--- config.mk ---
export PLATFORM = sky130hd
export DESIGN_NAME = hci
export DESIGN_NICKNAME = d
export VERILOG_FILES = /design/src/logic/hci_pkg.sv /design/src/logic/hci.sv /design/src/logic/hci_csr.sv /design/src/logic/hci_resp_queue.sv /design/src/logic/hci_cmd_queue.sv /design/src/logic/hci_fifo.sv
export SDC_FILE = /design/constraint.sdc
export NUM_CORES = 1
export LEC_CHECK = 0
export ABC_AREA = 1
export BUFFER_PORTS_ARGS = -buffer_cell sky130_fd_sc_hd__buf_2
export CORE_MARGIN = 2
export CORE_UTILIZATION = 42
export CTS_BUF_LIST = sky130_fd_sc_hd__clkbuf_8 sky130_fd_sc_hd__clkbuf_16
export DETAILED_ROUTE_END_ITERATION = 12
export PLACE_DENSITY_LB_ADDON = 0.05
export SLEW_MARGIN = 0
export SYNTH_ARGS = -nofsm -noshare
export SYNTH_HDL_FRONTEND = slang
export SYNTH_HIERARCHICAL = 1
export SYNTH_SLANG_ARGS = --single-unit
--- constraint.sdc ---
create_clock -name clk_i -period 16.5 [get_ports clk_i]
set_input_delay 3.3 -clock clk_i [delete_from_list [all_inputs] [get_ports clk_i]]
set_output_delay 3.3 -clock clk_i [all_outputs]
set_load 0.01 [all_outputs]
--- src/logic/hci_pkg.sv ---
/* Widths, queue depths, CSR map, vector types, structs and the command
   assembly enum shared by the HCI front end */
package hci_pkg;

  localparam int unsigned CsrDataWidth  = 32;
  localparam int unsigned CsrAddrWidth  = 8;
  localparam int unsigned CmdDataWidth  = 64;
  localparam int unsigned RespDataWidth = 32;
  localparam int unsigned ThldWidth     = 8;
  localparam int unsigned CmdDepth      = 8;
  localparam int unsigned RespDepth     = 8;
  localparam int unsigned CountWidth    = 4;  // Holds 0..Depth

  typedef logic [CsrDataWidth-1:0]  csr_data_t;
  typedef logic [CsrAddrWidth-1:0]  csr_addr_t;
  typedef logic [CmdDataWidth-1:0]  cmd_data_t;
  typedef logic [RespDataWidth-1:0] resp_data_t;
  typedef logic [ThldWidth-1:0]     thld_t;
  typedef logic [CountWidth-1:0]    count_t;

  // CSR byte addresses
  localparam csr_addr_t AddrResetCtrl = 8'h04;
  localparam csr_addr_t AddrCmdPort   = 8'h0C;  // Write only
  localparam csr_addr_t AddrRespPort  = 8'h10;  // Read only
  localparam csr_addr_t AddrThldCtrl  = 8'h14;

  localparam int unsigned CmdRstBit   = 1;
  localparam int unsigned RespRstBit  = 2;
  localparam int unsigned CmdThldLsb  = 0;
  localparam int unsigned RespThldLsb = 8;
  localparam thld_t       ThldRstVal  = 8'd1;

  typedef struct packed {
    logic      req;
    logic      is_wr;
    csr_addr_t addr;
    csr_data_t wr_data;
  } cpuif_req_t;

  typedef struct packed {
    logic      rd_ack;
    logic      rd_err;
    csr_data_t rd_data;
    logic      wr_ack;
    logic      wr_err;
  } cpuif_rsp_t;

  // One CSR word headed for the command queue
  typedef struct packed {
    logic      wr;
    csr_data_t data;
  } cmd_port_t;

  typedef struct packed {
    thld_t value;
    logic  we;  // Write-back slot for the clamped value
  } queue_thld_t;

  typedef enum logic {
    cmd_lo_e,
    cmd_hi_e
  } cmd_asm_e;

endpackage
--- src/logic/hci.sv ---
/* HCI front end top: register block with command and response queues */
`timescale 1ns/1ps

module hci (
  input  logic                clk_i,
  input  logic                rst_ni,
  input  hci_pkg::cpuif_req_t cpuif_req_i,
  output hci_pkg::cpuif_rsp_t cpuif_rsp_o,
  // Command drain toward the bus controller
  output logic                cmd_rvalid_o,
  input  logic                cmd_rready_i,
  output hci_pkg::cmd_data_t  cmd_rdata_o,
  // Response fill from the bus controller
  input  logic                resp_wvalid_i,
  output logic                resp_wready_o,
  input  hci_pkg::resp_data_t resp_wdata_i,
  output logic                cmd_full_o,
  output logic                cmd_empty_o,
  output logic                cmd_thld_trig_o,
  output logic                resp_full_o,
  output logic                resp_empty_o,
  output logic                resp_thld_trig_o
);

  hci_pkg::cmd_port_t   cmd_port;
  hci_pkg::queue_thld_t cmd_thld, resp_thld;
  hci_pkg::thld_t       cmd_thld_clamped, resp_thld_clamped;
  hci_pkg::resp_data_t  resp_rdata;
  logic                 resp_pop;
  logic                 cmd_rst, resp_rst;
  logic                 cmd_rst_done, resp_rst_done;
  logic                 cmd_accept, resp_accept;

  hci_csr u_csr (
    .clk_i           (clk_i),
    .rst_ni          (rst_ni),
    .req_i           (cpuif_req_i),
    .rsp_o           (cpuif_rsp_o),
    .cmd_port_o      (cmd_port),
    .resp_pop_o      (resp_pop),
    .cmd_thld_o      (cmd_thld),
    .resp_thld_o     (resp_thld),
    .cmd_rst_o       (cmd_rst),
    .resp_rst_o      (resp_rst),
    .cmd_accept_i    (cmd_accept),
    .resp_accept_i   (resp_accept),
    .resp_rdata_i    (resp_rdata),
    .cmd_rst_done_i  (cmd_rst_done),
    .resp_rst_done_i (resp_rst_done),
    .cmd_thld_i      (cmd_thld_clamped),
    .resp_thld_i     (resp_thld_clamped)
  );

  hci_cmd_queue u_cmd_queue (
    .clk_i       (clk_i),
    .rst_ni      (rst_ni),
    .port_i      (cmd_port),
    .thld_i      (cmd_thld),
    .soft_rst_i  (cmd_rst),
    .accept_o    (cmd_accept),
    .rst_done_o  (cmd_rst_done),
    .thld_o      (cmd_thld_clamped),
    .rvalid_o    (cmd_rvalid_o),
    .rready_i    (cmd_rready_i),
    .rdata_o     (cmd_rdata_o),
    .full_o      (cmd_full_o),
    .empty_o     (cmd_empty_o),
    .thld_trig_o (cmd_thld_trig_o)
  );

  hci_resp_queue u_resp_queue (
    .clk_i       (clk_i),
    .rst_ni      (rst_ni),
    .pop_i       (resp_pop),
    .thld_i      (resp_thld),
    .soft_rst_i  (resp_rst),
    .accept_o    (resp_accept),
    .rdata_o     (resp_rdata),
    .rst_done_o  (resp_rst_done),
    .thld_o      (resp_thld_clamped),
    .wvalid_i    (resp_wvalid_i),
    .wready_o    (resp_wready_o),
    .wdata_i     (resp_wdata_i),
    .full_o      (resp_full_o),
    .empty_o     (resp_empty_o),
    .thld_trig_o (resp_thld_trig_o)
  );

endmodule

--- src/logic/hci_csr.sv ---
/* Register block: address decode, reset and threshold registers, queue
   port strobes and registered CSR acknowledges */
`timescale 1ns/1ps

module hci_csr (
  input  logic                 clk_i,
  input  logic                 rst_ni,
  input  hci_pkg::cpuif_req_t  req_i,
  output hci_pkg::cpuif_rsp_t  rsp_o,
  output hci_pkg::cmd_port_t   cmd_port_o,
  output logic                 resp_pop_o,
  output hci_pkg::queue_thld_t cmd_thld_o,
  output hci_pkg::queue_thld_t resp_thld_o,
  output logic                 cmd_rst_o,
  output logic                 resp_rst_o,
  input  logic                 cmd_accept_i,
  input  logic                 resp_accept_i,
  input  hci_pkg::resp_data_t  resp_rdata_i,
  input  logic                 cmd_rst_done_i,
  input  logic                 resp_rst_done_i,
  input  hci_pkg::thld_t       cmd_thld_i,
  input  hci_pkg::thld_t       resp_thld_i
);

  logic               wr_req, rd_req;
  logic               hit_rst, hit_cmd, hit_resp, hit_thld;
  logic               wr_ok, rd_ok;
  logic               thld_wr;
  logic [1:0]         thld_wr_q;  // Write-back delay line
  logic               cmd_rst_q, resp_rst_q;
  hci_pkg::thld_t     cmd_thld_q, resp_thld_q;
  logic               rd_ack_q, rd_err_q, wr_ack_q, wr_err_q;
  logic               resp_rd_q;
  hci_pkg::csr_data_t rd_data_d, rd_data_q;

  assign wr_req   = req_i.req & req_i.is_wr;
  assign rd_req   = req_i.req & ~req_i.is_wr;
  assign hit_rst  = (req_i.addr == hci_pkg::AddrResetCtrl);
  assign hit_cmd  = (req_i.addr == hci_pkg::AddrCmdPort);
  assign hit_resp = (req_i.addr == hci_pkg::AddrRespPort);
  assign hit_thld = (req_i.addr == hci_pkg::AddrThldCtrl);

  // Port registers only work in their own direction
  assign wr_ok   = hit_rst | hit_thld | (hit_cmd & cmd_accept_i);
  assign rd_ok   = hit_rst | hit_thld | (hit_resp & resp_accept_i);
  assign thld_wr = wr_req & hit_thld;

  assign cmd_port_o.wr   = wr_req & hit_cmd;
  assign cmd_port_o.data = req_i.wr_data;
  assign resp_pop_o      = rd_req & hit_resp;

  always_comb begin
    rd_data_d = '0;
    if (rd_req && hit_rst) begin
      rd_data_d[hci_pkg::CmdRstBit]  = cmd_rst_q;
      rd_data_d[hci_pkg::RespRstBit] = resp_rst_q;
    end else if (rd_req && hit_thld) begin
      rd_data_d[hci_pkg::CmdThldLsb +: hci_pkg::ThldWidth]  = cmd_thld_q;
      rd_data_d[hci_pkg::RespThldLsb +: hci_pkg::ThldWidth] = resp_thld_q;
    end
  end

  always_ff @(posedge clk_i or negedge rst_ni) begin
    if (!rst_ni) begin
      rd_ack_q  <= 1'b0;
      rd_err_q  <= 1'b0;
      wr_ack_q  <= 1'b0;
      wr_err_q  <= 1'b0;
      resp_rd_q <= 1'b0;
      thld_wr_q <= '0;
    end else begin
      rd_ack_q  <= rd_req & rd_ok;
      rd_err_q  <= rd_req & ~rd_ok;
      wr_ack_q  <= wr_req & wr_ok;
      wr_err_q  <= wr_req & ~wr_ok;
      resp_rd_q <= rd_req & hit_resp & resp_accept_i;  // Data comes from the queue
      thld_wr_q <= {thld_wr_q[0], thld_wr};
    end
  end

  always_ff @(posedge clk_i) begin
    rd_data_q <= rd_data_d;
  end

  // Software write wins over the clamped write-back
  always_ff @(posedge clk_i or negedge rst_ni) begin
    if (!rst_ni) begin
      cmd_thld_q  <= hci_pkg::ThldRstVal;
      resp_thld_q <= hci_pkg::ThldRstVal;
    end else if (thld_wr) begin
      cmd_thld_q  <= req_i.wr_data[hci_pkg::CmdThldLsb +: hci_pkg::ThldWidth];
      resp_thld_q <= req_i.wr_data[hci_pkg::RespThldLsb +: hci_pkg::ThldWidth];
    end else if (thld_wr_q[1]) begin
      cmd_thld_q  <= cmd_thld_i;
      resp_thld_q <= resp_thld_i;
    end
  end

  // Reset bits are set by software and cleared by the queue's done pulse
  always_ff @(posedge clk_i or negedge rst_ni) begin
    if (!rst_ni) begin
      cmd_rst_q  <= 1'b0;
      resp_rst_q <= 1'b0;
    end else begin
      if (wr_req && hit_rst && req_i.wr_data[hci_pkg::CmdRstBit]) cmd_rst_q <= 1'b1;
      else if (cmd_rst_done_i) cmd_rst_q <= 1'b0;
      if (wr_req && hit_rst && req_i.wr_data[hci_pkg::RespRstBit]) resp_rst_q <= 1'b1;
      else if (resp_rst_done_i) resp_rst_q <= 1'b0;
    end
  end

  assign cmd_rst_o         = cmd_rst_q;
  assign resp_rst_o        = resp_rst_q;
  assign cmd_thld_o.value  = cmd_thld_q;
  assign cmd_thld_o.we     = thld_wr_q[1];
  assign resp_thld_o.value = resp_thld_q;
  assign resp_thld_o.we    = thld_wr_q[1];

  assign rsp_o.rd_ack  = rd_ack_q;
  assign rsp_o.rd_err  = rd_err_q;
  assign rsp_o.rd_data = resp_rd_q ? resp_rdata_i : rd_data_q;
  assign rsp_o.wr_ack  = wr_ack_q;
  assign rsp_o.wr_err  = wr_err_q;

endmodule

--- src/logic/hci_resp_queue.sv ---
/* Response queue: filled by the controller, popped by CSR reads */
`timescale 1ns/1ps

module hci_resp_queue (
  input  logic                 clk_i,
  input  logic                 rst_ni,
  input  logic                 pop_i,
  input  hci_pkg::queue_thld_t thld_i,
  input  logic                 soft_rst_i,
  output logic                 accept_o,
  output hci_pkg::resp_data_t  rdata_o,
  output logic                 rst_done_o,
  output hci_pkg::thld_t       thld_o,
  input  logic                 wvalid_i,
  output logic                 wready_o,
  input  hci_pkg::resp_data_t  wdata_i,
  output logic                 full_o,
  output logic                 empty_o,
  output logic                 thld_trig_o
);

  hci_pkg::resp_data_t head_data;
  hci_pkg::resp_data_t rdata_q;
  hci_pkg::count_t     count;
  hci_pkg::thld_t      thld_q;
  logic                done_q;

  assign wready_o = ~full_o;
  assign accept_o = ~empty_o;  // Pop only succeeds with data present

  hci_fifo #(
    .Depth     (hci_pkg::RespDepth),
    .DataWidth (hci_pkg::RespDataWidth)
  ) u_fifo (
    .clk_i     (clk_i),
    .rst_ni    (rst_ni),
    .flush_i   (soft_rst_i),
    .wr_en_i   (wvalid_i & wready_o),
    .wr_data_i (wdata_i),
    .rd_en_i   (pop_i),
    .rd_data_o (head_data),
    .count_o   (count),
    .full_o    (full_o),
    .empty_o   (empty_o)
  );

  // Held for the read response one cycle later
  always_ff @(posedge clk_i) begin
    if (pop_i && !empty_o) rdata_q <= head_data;
  end

  assign rdata_o = rdata_q;

  always_comb begin
    if (thld_i.value == '0) thld_o = hci_pkg::thld_t'(1);
    else if (thld_i.value > hci_pkg::thld_t'(hci_pkg::RespDepth))
      thld_o = hci_pkg::thld_t'(hci_pkg::RespDepth);
    else thld_o = thld_i.value;
  end

  always_ff @(posedge clk_i or negedge rst_ni) begin
    if (!rst_ni) begin
      thld_q <= hci_pkg::ThldRstVal;
      done_q <= 1'b0;
    end else begin
      if (thld_i.we) thld_q <= thld_o;
      done_q <= soft_rst_i & ~done_q;  // One pulse per reset request
    end
  end

  assign rst_done_o  = done_q;
  assign thld_trig_o = (hci_pkg::thld_t'(count) >= thld_q);

endmodule

--- src/logic/hci_cmd_queue.sv ---
/* Command queue: joins two CSR words into one entry, free-space threshold */
`timescale 1ns/1ps

module hci_cmd_queue (
  input  logic                 clk_i,
  input  logic                 rst_ni,
  input  hci_pkg::cmd_port_t   port_i,
  input  hci_pkg::queue_thld_t thld_i,
  input  logic                 soft_rst_i,
  output logic                 accept_o,
  output logic                 rst_done_o,
  output hci_pkg::thld_t       thld_o,
  output logic                 rvalid_o,
  input  logic                 rready_i,
  output hci_pkg::cmd_data_t   rdata_o,
  output logic                 full_o,
  output logic                 empty_o,
  output logic                 thld_trig_o
);

  hci_pkg::cmd_asm_e  state_q;
  hci_pkg::csr_data_t lo_word_q;
  hci_pkg::thld_t     thld_q;
  hci_pkg::thld_t     free_slots;
  hci_pkg::count_t    count;
  logic               push;
  logic               done_q;

  assign push     = port_i.wr & (state_q == hci_pkg::cmd_hi_e);
  assign accept_o = (state_q == hci_pkg::cmd_lo_e) | ~full_o;  // Only second word can fail

  always_ff @(posedge clk_i or negedge rst_ni) begin
    if (!rst_ni) begin
      state_q <= hci_pkg::cmd_lo_e;
    end else if (soft_rst_i) begin
      state_q <= hci_pkg::cmd_lo_e;  // Drop half-built command
    end else if (port_i.wr) begin
      if (state_q == hci_pkg::cmd_lo_e) state_q <= hci_pkg::cmd_hi_e;
      else state_q <= hci_pkg::cmd_lo_e;
    end
  end

  always_ff @(posedge clk_i) begin
    if (port_i.wr && state_q == hci_pkg::cmd_lo_e) lo_word_q <= port_i.data;
  end

  hci_fifo #(
    .Depth     (hci_pkg::CmdDepth),
    .DataWidth (hci_pkg::CmdDataWidth)
  ) u_fifo (
    .clk_i     (clk_i),
    .rst_ni    (rst_ni),
    .flush_i   (soft_rst_i),
    .wr_en_i   (push),
    .wr_data_i ({port_i.data, lo_word_q}),
    .rd_en_i   (rvalid_o & rready_i),
    .rd_data_o (rdata_o),
    .count_o   (count),
    .full_o    (full_o),
    .empty_o   (empty_o)
  );

  assign rvalid_o = ~empty_o;

  // Clamp to 1..CmdDepth
  always_comb begin
    if (thld_i.value == '0) thld_o = hci_pkg::thld_t'(1);
    else if (thld_i.value > hci_pkg::thld_t'(hci_pkg::CmdDepth))
      thld_o = hci_pkg::thld_t'(hci_pkg::CmdDepth);
    else thld_o = thld_i.value;
  end

  always_ff @(posedge clk_i or negedge rst_ni) begin
    if (!rst_ni) begin
      thld_q <= hci_pkg::ThldRstVal;
      done_q <= 1'b0;
    end else begin
      if (thld_i.we) thld_q <= thld_o;  // Follows register write-back
      done_q <= soft_rst_i & ~done_q;
    end
  end

  assign rst_done_o  = done_q;
  assign free_slots  = hci_pkg::thld_t'(hci_pkg::CmdDepth) - hci_pkg::thld_t'(count);
  assign thld_trig_o = (free_slots >= thld_q);

endmodule

--- src/logic/hci_fifo.sv ---
/* Synchronous FIFO with occupancy count, single-cycle flush and flags */
`timescale 1ns/1ps

module hci_fifo #(
  parameter int unsigned Depth     = hci_pkg::CmdDepth,
  parameter int unsigned DataWidth = hci_pkg::CsrDataWidth
) (
  input  logic                 clk_i,
  input  logic                 rst_ni,
  input  logic                 flush_i,
  input  logic                 wr_en_i,
  input  logic [DataWidth-1:0] wr_data_i,
  input  logic                 rd_en_i,
  output logic [DataWidth-1:0] rd_data_o,
  output hci_pkg::count_t      count_o,
  output logic                 full_o,
  output logic                 empty_o
);

  localparam int unsigned PtrWidth = $clog2(Depth);

  logic [DataWidth-1:0] mem_q [Depth];
  logic [PtrWidth-1:0]  wr_ptr_q;
  logic [PtrWidth-1:0]  rd_ptr_q;
  hci_pkg::count_t      count_q;
  logic                 do_wr;
  logic                 do_rd;

  function automatic logic [PtrWidth-1:0] ptr_inc(input logic [PtrWidth-1:0] ptr);
    return (ptr == PtrWidth'(Depth - 1)) ? '0 : ptr + 1'b1;
  endfunction

  assign full_o  = (count_q == hci_pkg::count_t'(Depth));
  assign empty_o = (count_q == '0);
  assign do_wr   = wr_en_i & ~full_o;  // Dropped when full
  assign do_rd   = rd_en_i & ~empty_o;

  always_ff @(posedge clk_i or negedge rst_ni) begin
    if (!rst_ni) begin
      wr_ptr_q <= '0;
      rd_ptr_q <= '0;
      count_q  <= '0;
    end else if (flush_i) begin
      wr_ptr_q <= '0;
      rd_ptr_q <= '0;
      count_q  <= '0;
    end else begin
      if (do_wr) wr_ptr_q <= ptr_inc(wr_ptr_q);
      if (do_rd) rd_ptr_q <= ptr_inc(rd_ptr_q);
      count_q <= count_q + hci_pkg::count_t'(do_wr) - hci_pkg::count_t'(do_rd);
    end
  end

  always_ff @(posedge clk_i) begin
    if (do_wr) mem_q[wr_ptr_q] <= wr_data_i;
  end

  assign rd_data_o = mem_q[rd_ptr_q];  // Head entry, valid while not empty
  assign count_o   = count_q;

endmodule

Word-level counts from Yosys, hierarchy flattened
Memories as Yosys holds them, arrays and structs flattened. A register that Yosys moved wholly into a read port is not among the register bits.
Cells that the tools add are included.
Word-level totals
  flip-flop bits (word level): 112
  latch bits: 0
  memory bits (writable): 768
  bits in read-only memories: 0
  input bits: 78
  word-level logic and storage cells: 141
  memories: 2
Memory list
  u_cmd_queue.u_fifo.mem_q: depth 8, bits a word 64, read ports 1, clocked after memory_dff 0, wr ports 1, RTL line hci_fifo.sv:22  | logic [DataWidth-1:0] mem_q [Depth];
  u_resp_queue.u_fifo.mem_q: depth 8, bits a word 32, read ports 1, clocked after memory_dff 1, wr ports 1, RTL line hci_fifo.sv:22
Operators by class
  add/subtract/negate cells: 9
  $mul: 0
  div/mod/pow operators: 0
  $lt $le $gt $ge: 4
  equal/unequal tests: 10
  shift operators: 0
  mux-type cells: 36
  bitwise operators: 35
  reduce and logical (&&, ||, !) cells: 21
Operator list (count)
  2-to-1 mux 8 bit: 8
  2-to-1 mux 3 bit: 13
  2-to-1 mux 32 bit: 1
  AND 1 bit: 20
  equality test 8 x 5 -> 1 bit (second input constant): 2
  greater-than comparator 8 x 4 -> 1 bit (second input constant): 2
  logical NOT 8 bit: 2
  nonzero test 2 bit: 8
  adder 3 x 1 -> 3 bit (second input constant): 4
  equality test 3 bit (second input constant): 4
  2-to-1 mux 1 bit: 11
  inverter 1 bit: 11
  adder 4 x 1 -> 4 bit: 2
  equality test 4 bit (second input constant): 2
  equality test 8 x 3 -> 1 bit (second input constant): 1
  equality test 8 x 4 -> 1 bit (second input constant): 1
  greater-or-equal comparator 4 x 8 -> 1 bit: 1
  greater-or-equal comparator 8 bit: 1
  logical NOT 4 bit: 2
  2-to-1 mux 4 bit: 2
  subtractor 4 x 1 -> 4 bit: 2
  logical AND 1 bit: 7
  subtractor 4 x 4 -> 5 bit (first input constant): 1
  OR 1 bit: 4
  other kinds (3): 3

Logic depth before layout (Yosys ltp)
Gate-level depths: netlist of the first run.
  depth in word-level cells: 7
  gate-level depth with buffers: 17
  depth with buffers taken out: 16

By module
Netlist of the first run, hierarchy kept.
By module, submodules not included
  hci_fifo (u_cmd_queue.u_fifo): instances 1, cells an instance 2301, area an instance 22977.0 µm², sequential area each 15625.0 µm²
  hci_fifo (u_resp_queue.u_fifo): instances 1, cells an instance 1197, area an instance 11872.6 µm², sequential area each 7937.6 µm²
  hci_csr: instances 1, cells an instance 346, area an instance 2566.2 µm², sequential area each 948.4 µm²
  hci_cmd_queue: instances 1, cells an instance 135, area an instance 1722.9 µm², sequential area each 1212.4 µm²
  hci_resp_queue: instances 1, cells an instance 116, area an instance 1541.5 µm², sequential area each 1187.4 µm²

Worst setup path after synthesis of the first run
OpenSTA, ideal clock, no wires.
  kind: in2reg
  from: input cpuif_req_i[38] in the netlist's numbering
  to: memory u_cmd_queue/u_fifo/mem_q[6][0] in the netlist's numbering, enable pin
  setup time: 0.565 ns
  data arrival time: 8.610 ns
  slack: 7.325 ns
  stages on the path: 10
  buffers on the path: 1
  cell sequence: inv_2 > nand2_1 > nor2_2 > nand2_1 > nor2_1 > nand2_1 > inv_1 > nand2_1 > buf_2 > nor3_1
RTL lines
  from (decl): RTL line hci.sv:7  | input hci_pkg::cpuif_req_t cpuif_req_i,
  to (decl): RTL line hci_fifo.sv:22

Worst setup path in the final report of the first run
  from: register u_cmd_queue.u_fifo.rd_ptr_q[0]
  to: output cmd_rdata_o[45]
On the way
  cells in the longest elaborated chain, start to end: 1
RTL lines
  from (decl): RTL line hci_fifo.sv:24  | logic [PtrWidth-1:0] rd_ptr_q;
  from (signal assigned): RTL line hci_fifo.sv:49  | if (do_rd) rd_ptr_q <= ptr_inc(rd_ptr_q);
  memory read (8 x 64 bit)
  to (decl): RTL line hci.sv:12  | output hci_pkg::cmd_data_t cmd_rdata_o,
Every way passes these cells.

==> qor.yml, run 1 <==
placed_design:
  post-dp-hpwl_mm: 53.94
  port-buffer-count: 185
  gp_congestion: 0.7383
  post_dp_cell_area_sq_um: 42290
routing:
  postRouteAntennaNets: 0
  dr.pass1.iters: 5
  routed_wl_mm: 99.03
  wl_per_cell_um: 17.75
  drt_iter0_markers: 1783
  via_per_inst: 4.572
  drcViolationCount: 0
  route.vias.total: 25506
yosys:
  syn_inst: 4095
  synth_warnings: 6
  async_flop_share_pct: 7.018
  yosys-top-cells-area: "edfxtp_1 61%, nand2_1 13%, inv_1 8.3%, nand3_1 5.3%, dfrtp_1 3.7%"
  synth_top_area_share_pct: 61.42
  ys_types: 40
  yosys.area.top_type: "edfxtp_1"
  synth_ff_type: "edfxtp_1"
  ys_seq_elements: 912
  syn_area_sq_um: 40680
  syn_area_per_cell_sq_um: 9.934
  synthTopCellsByCount: "1,418 x nand2_1, 896 x inv_1, 832 x edfxtp_1, 430 x nand3_1, 82 x buf_2"
  yosysMostFrequentCell: "nand2_1"
  synth_edf_count: 832
  yosysSeqAreaShare_pct: 66.15
sta:
  max-slew-margin-rel_pct: 15.78
  hold_violations: 0
  clock_skew_ps: 23.38
  period_minus_slack_ps: 7396
  worstMarginPinSlew_ps: 1263
  setup_viol: 0
  fin_hold_ws_ps: 354.7
  rsz0062_at_grt: "no"
  fin_crit_sh_pct: 44.83
  fin_setup_tns_ps: 0
  drv_slew: 0
  max_freq_mhz: 135.2
floorplanning:
  fp-row-count: 114
  io_pins: 186
  initial_core_util_pct: 42.25
  die_area_sq_um: 99360
  die_h_um: 315.2
  coreArea_sq_um: 96280
  fp.dieW_um: 315.2
grt:
  antenna_found_initial: 13
  grt_pass1_wl_mm: 150.2
  grt_pass1_vias: 24313
  grt_max_degree: 200
  grt_overflow: 0
  track_usage_pct: 20.07
critical_path:
  r2r_start: "u_cmd_queue/u_fifo/count_o[2]"
  setup.worst_path.start: "u_cmd_queue/u_fifo/rd_ptr_q[0]"
  critPathKind: "register to output port"
  arrival_ps: 4100
  required_ps: 13200
  end_kind: "output port"
  critPathMaxFanout: 162
  r2r.worst_path.cells: 7
  start_kind: "register"
  rr_endpoint: "u_cmd_queue/u_fifo/mem_q[6][24]"
  reg2reg_slack_ps: 13460
final_layout:
  final_cell_area_sq_um: 45420
  synthToLayoutAreaGrowth_pct: 11.65
  nFillCells: 9055
  layout-drive-gt1-share_pct: 10.31
  finalNetCount: 4327
cts:
  postCtsSetupRepairBufs: 0
  cts_tree: "built"
  htree_levels: 3
  clockBufferDepth: 3
  root_buffer: "clkbuf_16"
  clock_latency_ps: 660
  holdBufCountCts: 0
  clk_pin_slew_ps: 60
  cts.sinks: 912
  cts_resized: 0
  cts_buffers: 100
power:
  seqPwrFrac_pct: 52.3
  power_switching_share_pct: 22.53
  pwr-share-clk_pct: 41.8
  pwr-share-comb_pct: 5.9
  p_leak_nw: 21.13
  p_int_w: 0.003933
  power_density_nw_per_um2: 111.8
  power.switching_w: 0.001144
  ir_drop_mv: 0.08070
hold_path:
  hold_path_depth: 0
  min_to: "u_csr/thld_wr_q[1]"
  min_path_type: "register to register"
  min-delay-start: "u_csr/thld_wr_q[0]"
outcome:
  outcome: "completed"
run:
  timing.max_cap.violations: 0
==> state kept, by name, summed over array words and instances (netlist names), 2 cells and up <==
name and cells:
u_resp_queue/u_fifo/rd_ptr_q 3, u_cmd_queue/u_fifo/rd_ptr_q 3, u_csr/cmd_thld_q 8, u_cmd_queue/u_fifo/mem_q 512, u_cmd_queue/u_fifo/wr_ptr_q 3, u_cmd_queue/u_fifo/count_o 4
u_resp_queue/u_fifo/wr_ptr_q 3, u_resp_queue/rdata_o 32, u_cmd_queue/thld_q 8, u_csr/rd_data_q 16, u_resp_queue/u_fifo/mem_q 256, u_resp_queue/thld_q 8
u_resp_queue/u_fifo/count_o 4, u_csr/thld_wr_q 2, u_cmd_queue/lo_word_q 32, u_csr/resp_thld_q 8
==> stage by stage <==
stage	power [W]	worst slack [ps]	cells	utilization [%]
4_1_cts	0.005142	9034	5574	47.16
3_3_place_gp	0.003007	9872	5390	43.93
3_5_place_dp	0.003010	9769	5390	43.93
2_1_floorplan	0.002902	7325	4101	-
5_1_grt	0.005273	8795	5575	47.17
6_report	0.005077	9104	5579	47.18
==> power by group through the flow <==
stage | Clock, W | Sequential [W] | Combinational [W]
floorplan | 0 | 0.00270 | 0.000206
global placement | 0 | 0.00270 | 0.000306
detailed placement | 0 | 0.00270 | 0.000309
CTS | 0.00218 | 0.00265 | 0.000310
global route | 0.00226 | 0.00266 | 0.000349
finish | 0.00212 | 0.00265 | 0.000302
==> layout make-up <==
type	instances	area [sq um]	area share, %
Clock inverter	79	509.2	1.121
Clock buffer	105	2605	5.735
Tap cell	1276	1597	3.515
Multi-Input combinational cell	2057	9056	19.94
Antenna cell	5	12.51	0.02755
Sequential cell	912	26930	59.28
Timing Repair Buffer	227	1254	2.760
Inverter	918	3461	7.619
==> worst max-delay path by stage <==
stage | cells after the start | to | slack (ps)
final | 8 | cmd_rdata_o[45] | 9100
after global routing | 8 | cmd_rdata_o[33] | 8800
after CTS | 8 | cmd_rdata_o[33] | 9030
after detailed placement | 8 | cmd_rdata_o[45] | 9770
after global placement | 8 | cmd_rdata_o[45] | 9870
after floorplan | 10 | u_cmd_queue/u_fifo/mem_q[6][0] | 7320
==> routing by layer <==
| metal | wire, um | vias to the layer above | global-route usage [%] |
|---|---|---|---|
| met2 | 48890 | 395 | 34.49 |
| met4 | 2359 | 14 | 5.303 |
| met3 | 4176 | 161 | 3.657 |
| li1 | - | 12933 | - |
| met5 | 88 | - | 0 |
| met1 | 43520 | 12003 | 26.09 |
==> cells in the final DEF, fill, tap and decap left out, types with 5 or more instances in the layout <==
cell / netlist / routed
mux2_1: 13 / 13
conb_1: 2 / 8
nand2_1: 1418 / 1418
nand4_1: 28 / 28
clkbuf_16: 0 / 103
buf_2: 82 / 185
clkinvlp_4: 0 / 6
a21oi_1: 6 / 6
clkinv_2: 0 / 24
clkinv_1: 0 / 24
nor2_2: 7 / 7
dfrtp_1: 60 / 55
buf_4: 77 / 41
nor2_1: 62 / 60
inv_1: 896 / 915
nor3_2: 0 / 16
bufinv_16: 0 / 6
inv_2: 22 / 18
ha_1: 31 / 31
nand2_2: 5 / 5
o21ai_1: 6 / 6
edfxtp_1: 832 / 832
nand3_1: 430 / 430
diode_2: 0 / 5
dfxtp_1: 16 / 16
==> critical path, cell delays in order (launching register included) <==
cell	delay [ps]
dfrtp_4	750
inv_8	690
buf_4	920
nand2_1	110
nand3_1	110
nand2_1	80
nand2_1	70
nand2_1	140
buf_2	180
==> cell families (layout without fill, tap and decap cells) <==
group | after synthesis | after routing | share of synthesized area, %
other cells | 2 | 13 | 0.01846
fa+ha+maj | 33 | 33 | 1.052
buf+inv | 1132 | 1329 | 11.88
mux | 16 | 16 | 0.4429
flops | 912 | 912 | 66.15
xor+xnor | 4 | 4 | 0.08611
simple gates | 1978 | 1978 | 20.12
compound gates | 18 | 18 | 0.2522
Note: power is estimated with default switching activity, not from simulation.
==> run 2: changes to the inputs <==
Clock period 16.5 ns to 6.8 ns, I/O delays scaled along.
==> run 2 against run 1 <==
Against the previous run:
- register-to-register slack worse by 9600 ps
- core utilization is 0.14 points higher
- worst hold slack better by 14 ps
- critical endpoint is now cmd_rdata_o[63]
- global-route usage is 0.13 points lower
- routed wire length is 1.3% lower
- setup slack worse by 7100 ps
==> qor.yml, run 2 (synthesis gave the netlist of run 1 again) <==
cts:
  clock_latency_ps: 670
  cts_tree: "built"
  clockBufferDepth: 3
  postCtsSetupRepairBufs: 0
  cts_buffers: 102
  clk_pin_slew_ps: 60
  root_buffer: "clkbuf_16"
  holdBufCountCts: 0
  htree_levels: 3
  cts.sinks: 912
  cts_resized: 0
sta:
  hold_violations: 0
  fin_hold_ws_ps: 369.0
  setup_viol: 0
  drv_slew: 0
  max_freq_mhz: 208.0
  clock_skew_ps: 12.82
  rsz0062_at_grt: "no"
  fin_setup_tns_ps: 0
  fin_crit_sh_pct: 70.69
  period_minus_slack_ps: 4807
  max-slew-margin-rel_pct: 24.78
  worst_slack_ps: 1993
  worstMarginPinSlew_ps: 1128
critical_path:
  arrival_ps: 3450
  rr_endpoint: "u_resp_queue/u_fifo/count_o[2]"
  setup.worst_path.start: "u_cmd_queue/u_fifo/rd_ptr_q[0]"
  r2r.worst_path.cells: 12
  start_kind: "register"
  r2r_start: "u_resp_queue/u_fifo/count_o[2]"
  end_kind: "output port"
  reg2reg_slack_ps: 3840
  critPathKind: "register to output port"
  critPathMaxFanout: 157
  required_ps: 5440
hold_path:
  min_to: "u_csr/thld_wr_q[1]"
  hold_path_depth: 0
  min_path_type: "register to register"
  min-delay-start: "u_csr/thld_wr_q[0]"
final_layout:
  nFillCells: 9062
  layout_commonest_cell: "nand2_1"
  layout-drive-gt1-share_pct: 10.29
  synthToLayoutAreaGrowth_pct: 12.00
  reg_top3: "u_cmd_queue/u_fifo/mem_q x512, u_resp_queue/u_fifo/mem_q x256"
  largest_reg_flops: 512
  finalNetCount: 4330
  finalNonFillerCells: 5584
  regMostFlops: "u_cmd_queue/u_fifo/mem_q"
  layout_common_cells: "1,418 x nand2_1, 917 x inv_1, 832 x edfxtp_1"
routing:
  drt_iter0_markers: 1542
  routed_wl_mm: 97.73
  wl_per_cell_um: 17.50
  route.vias.total: 25605
  drcViolationCount: 0
  dr.pass1.iters: 6
  postRouteAntennaNets: 0
  via_per_inst: 4.585
placed_design:
  port-buffer-count: 185
  post-dp-hpwl_mm: 52.16
  gp_congestion: 0.7388
  post-place-cells: 5391
  dpl_worst_slack_ps: 2442
power:
  ir_drop_mv: 0.2346
  p_total_w: 0.01242
  power_density_nw_per_um2: 272.6
  p_leak_nw: 21.20
floorplanning:
  io_pins: 186
  die_area_sq_um: 99360
  die_h_um: 315.2
  fp.dieW_um: 315.2
  initial_core_util_pct: 42.25
  fp-row-count: 114
  coreArea_sq_um: 96280
grt:
  grt_pass1_vias: 24723
  antenna_found_initial: 19
  grt_pass1_wl_mm: 150.1
  track_usage_pct: 19.93
  grt_max_degree: 164
  grt_overflow: 0
run:
  timing.max_cap.violations: 0
outcome:
  outcome: "completed"
[run 2: cell types whose count changed in the layout (fill, tap and decap cells not counted), sizes merged]
cell      previous run  this run
inv                937       942
clkinvlp             6         2
clkbuf             105       108
buf                227       228
clkinv              48        49
diode                5         4
[run 2: routing by layer]
| layer | global-route usage, % | vias to the layer above | wire length, um |
|---|---|---|---|
| li1 | - | 12963 | - |
| met1 | 25.53 | 12039 | 42450 |
| met2 | 34.54 | 413 | 48440 |
| met3 | 3.690 | 166 | 4405 |
| met4 | 5.498 | 24 | 2277 |
| met5 | 0 | - | 152 |
[run 2: worst max-delay path by stage]
stage	depth (start not counted)	to	slack (ps)
final	8	cmd_rdata_o[63]	1990
after CTS	8	cmd_rdata_o[63]	1850
after global routing	8	cmd_rdata_o[63]	1700
after detailed placement	12	u_cmd_queue/u_fifo/mem_q[0][58]	2440
after global placement	12	u_cmd_queue/u_fifo/mem_q[1][17]	2500
after floorplan	10	u_cmd_queue/u_fifo/mem_q[6][0]	-440
[run 2: report_power, final]
part	switching [W]	internal [W]
Combinational	0.000521	0.000209
Sequential	0.0000766	0.00636
Clock	0.00223	0.00302
[run 2: per-stage QoR]
step | cell area (sq um) | util [%]
final | 45560 | 47.32
after global routing | 45560 | 47.32
after CTS | 45550 | 47.31
after detailed placement | 42340 | 43.98
after global placement | 42340 | 43.98
after floorplan | 40700 | -
[run 2: layout make-up]
type	count	area, sq um	area share [%]
sequential	912	26930	59.10
multi-input combinational	2057	9056	19.88
inverter	918	3461	7.596
clock buffer	108	2646	5.808
tap	1276	1597	3.504
timing repair buffer	228	1299	2.851
clock inverter	81	564.3	1.239
antenna	4	10.01	0.02197
[run 2: worst max-delay path, cell delays in order, from the launching register on]
cell,delay [ps]
dfrtp_4,740
inv_8,790
buf_12,490
nand2_1,90
nand3_1,90
nand2_1,70
nand2_1,50
nand2_1,170
buf_2,190
==> run 3: changes to the inputs <==
Settings changed: ABC_AREA 1 to 0.
Clock period 6.8 ns to 4.4 ns, I/O delays scaled along.
==> run 3 against run 2 <==
Against the previous run:
- final cell count shrank 45%
- first-iteration DRC count shrank 46%
- global-route usage is 2.2 points lower
- routed wire length fell by 23%
- clock power grew 44%
- critical endpoint is now cmd_rdata_o[24]
==> qor.yml, run 3 <==
yosys:
  syn_inst: 1650
  synth_top_area_share_pct: 70.15
  synthTopCellsByCount: "832 x edfxtp_1, 192 x mux4_2, 135 x mux2_2, 60 x dfrtp_1, 49 x buf_4"
  synth_ff_type: "edfxtp_1"
  ys_types: 62
  yosysMostFrequentCell: "edfxtp_1"
  ys_seq_elements: 912
  syn_area_per_cell_sq_um: 21.58
  yosys.area.top_type: "edfxtp_1"
  yosysSeqAreaShare_pct: 75.56
  yosys-top-cells-area: "edfxtp_1 70%, mux4_2 12%, mux2_2 4.3%, dfrtp_1 4.2%, ha_1 1.1%"
  async_flop_share_pct: 7.018
  syn_area_sq_um: 35610
  synth_warnings: 6
  synth_edf_count: 832
final_layout:
  layout-drive-gt1-share_pct: 38.60
  regMostFlops: "u_cmd_queue/u_fifo/mem_q"
  final_cell_area_sq_um: 40880
  layout_common_cells: "832 x edfxtp_1, 192 x mux4_2, 185 x buf_2"
  utilization_pct: 48.77
  finalNetCount: 1982
  largest_reg_flops: 512
  layout_commonest_cell: "edfxtp_1"
  synthToLayoutAreaGrowth_pct: 14.79
  nFillCells: 7010
  reg_top3: "u_cmd_queue/u_fifo/mem_q x512, u_resp_queue/u_fifo/mem_q x256"
routing:
  wl_met3_mm: 3.866
  drcViolationCount: 0
  postRouteAntennaNets: 0
  drt_iter0_markers: 836
  routed_wl_mm: 75.69
  wl_per_cell_um: 24.50
  route.vias.total: 15985
  dr.pass1.iters: 5
  routed.top_layer: "met5"
  wl_met2_mm: 39.29
  wl_met1_mm: 30.62
  via_per_inst: 5.173
sta:
  max_freq_mhz: 259.7
  period_minus_slack_ps: 3850
  drv_slew: 0
  hold_violations: 0
  max-slew-margin-rel_pct: 26.21
  clock_skew_ps: 28.05
  setup_viol: 0
  fin_crit_sh_pct: 87.50
  fin_setup_tns_ps: 0
  rsz0062_at_grt: "no"
  worstMarginPinSlew_ps: 1107
critical_path:
  r2r.worst_path.cells: 8
  required_ps: 3520
  path_cells: "buf_12, mux4_2, mux2_2, buf_2"
  cp_num_buf_inv: 2
  end_kind: "output port"
  cpPeakStageDelay_ps: 840
  critPathMaxFanout: 44
  critPathKind: "register to output port"
  start_kind: "register"
  reg2reg_slack_ps: 1330
  rr_endpoint: "u_resp_queue/u_fifo/mem_q[5][3]"
  r2r_start: "u_resp_queue/u_fifo/count_o[2]"
  crit_slowest_cell: "dfrtp_4"
  arrival_ps: 2970
  crit_family: "multiplexers"
floorplanning:
  initial_core_util_pct: 42.49
  die_h_um: 295.2
  die_area_sq_um: 87140
  fp.dieW_um: 295.2
  fp-row-count: 106
  coreArea_sq_um: 83820
  io_pins: 186
hold_path:
  min-delay-start: "u_csr/thld_wr_q[0]"
  min_to: "u_csr/thld_wr_q[1]"
  min_path_type: "register to register"
  hold_path_depth: 0
power:
  power.switching_w: 0.005799
  p_leak_nw: 13.74
  p_int_w: 0.01629
  p_total_w: 0.02209
  pwr-share-comb_pct: 19.2
  power_switching_share_pct: 26.25
  pwr-share-clk_pct: 34.1
  ir_drop_mv: 0.3330
  power_density_nw_per_um2: 540.3
  seqPwrFrac_pct: 46.7
cts:
  clock_latency_ps: 650
  holdBufCountCts: 0
  cts.sinks: 912
  htree_levels: 3
  root_buffer: "clkbuf_16"
  clockBufferDepth: 3
  clk_pin_slew_ps: 60
  postCtsSetupRepairBufs: 0
  cts_tree: "built"
  cts_resized: 0
  cts_buffers: 96
grt:
  grt_pass1_vias: 17531
  antenna_found_initial: 14
  grt_pass1_wl_mm: 113.2
  track_usage_pct: 17.77
  grt_overflow: 0
  grt_max_degree: 65
placed_design:
  post-dp-hpwl_mm: 43.26
  gp_congestion: 0.7286
  port-buffer-count: 185
  post_dp_cell_area_sq_um: 37910
outcome:
  outcome: "completed"
run:
  timing.max_cap.violations: 0
## run 3: cell count changes after synthesis, moves of 35 or more
cell,previous run,this run
inv_1,896,37
nor2_1,62,24
mux2_2,3,135
mux4_2,0,192
buf_2,82,23
nand2_1,1418,10
and2_1,0,35
nand3_1,430,12
## run 3: area by class of cell
class	count	area, sq um	area share [%]
clock buffers	96	2402	5.876
clock inverters	82	555.5	1.359
well taps	1134	1419	3.471
diodes	5	12.51	0.03061
repair buffers	228	1424	3.483
multi-input cells	595	7999	19.57
inverters	38	142.6	0.3489
flip-flops and latches	912	26930	65.87
## run 3: worst reg2reg max path, cell delays in order (launching register included)
cell and delay (ps):
dfrtp_1 350, inv_1 70, ha_1 190, or3b_1 280, inv_1 160, nor2b_1 320, nand3_1 370, nor2_4 720
buf_12 300
## run 3: power by group through the flow
stage	registers [W]	clock network, W	logic (W)
floorplan	0.0102	0	0.00320
global placement	0.0105	0	0.00436
detailed placement	0.0105	0	0.00439
CTS	0.0103	0.00777	0.00441
global route	0.0104	0.00813	0.00468
finish	0.0103	0.00754	0.00424
## run 3: per-layer routing
| layer | GRT usage [%] | vias to the layer above |
|---|---|---|
| met4 | 5.014 | 16 |
| li1 | - | 7103 |
| met2 | 31.27 | 282 |
| met3 | 4.330 | 127 |
| met1 | 21.81 | 8457 |
| met5 | 0 | - |
## run 3: stage by stage
| step | hold WS (ps) | std cells | worst slack [ps] |
|---|---|---|---|
| floorplan | 331.2 | 1656 | -734.4 |
| global placement | 337.2 | 2907 | 862.9 |
| detailed placement | 347.2 | 2907 | 838.6 |
| CTS | 359.4 | 3085 | 414.7 |
| global route | 361.6 | 3087 | 319.7 |
| finish | 355.5 | 3090 | 549.9 |
## run 3: how the worst max path moves through the flow
| stage | startpoint | to | slack (ps) | depth (start not counted) |
|---|---|---|---|---|
| floorplan | cpuif_req_i[37] | u_cmd_queue/u_fifo/mem_q[7][0] | -730 | 6 |
| global placement | cpuif_req_i[37] | u_cmd_queue/u_fifo/count_o[2] | 860 | 12 |
| detailed placement | cpuif_req_i[37] | u_cmd_queue/u_fifo/mem_q[3][16] | 840 | 8 |
| CTS | u_cmd_queue/u_fifo/rd_ptr_q[1] | cmd_rdata_o[14] | 410 | 4 |
| global route | u_cmd_queue/u_fifo/rd_ptr_q[1] | cmd_rdata_o[24] | 320 | 4 |
| finish | u_cmd_queue/u_fifo/rd_ptr_q[1] | cmd_rdata_o[24] | 550 | 4 |
## run 3: cell families after synthesis
group           count (synthesis)  synth area share (%)
compound gates                 55                0.9662
buf+inv                       149                 2.547
fa+ha+maj                      33                 1.202
simple gates                  154                 2.674
flops                         912                 75.56
xor+xnor                        5                0.1230
mux                           340                 16.91
other cells                     2               0.02109
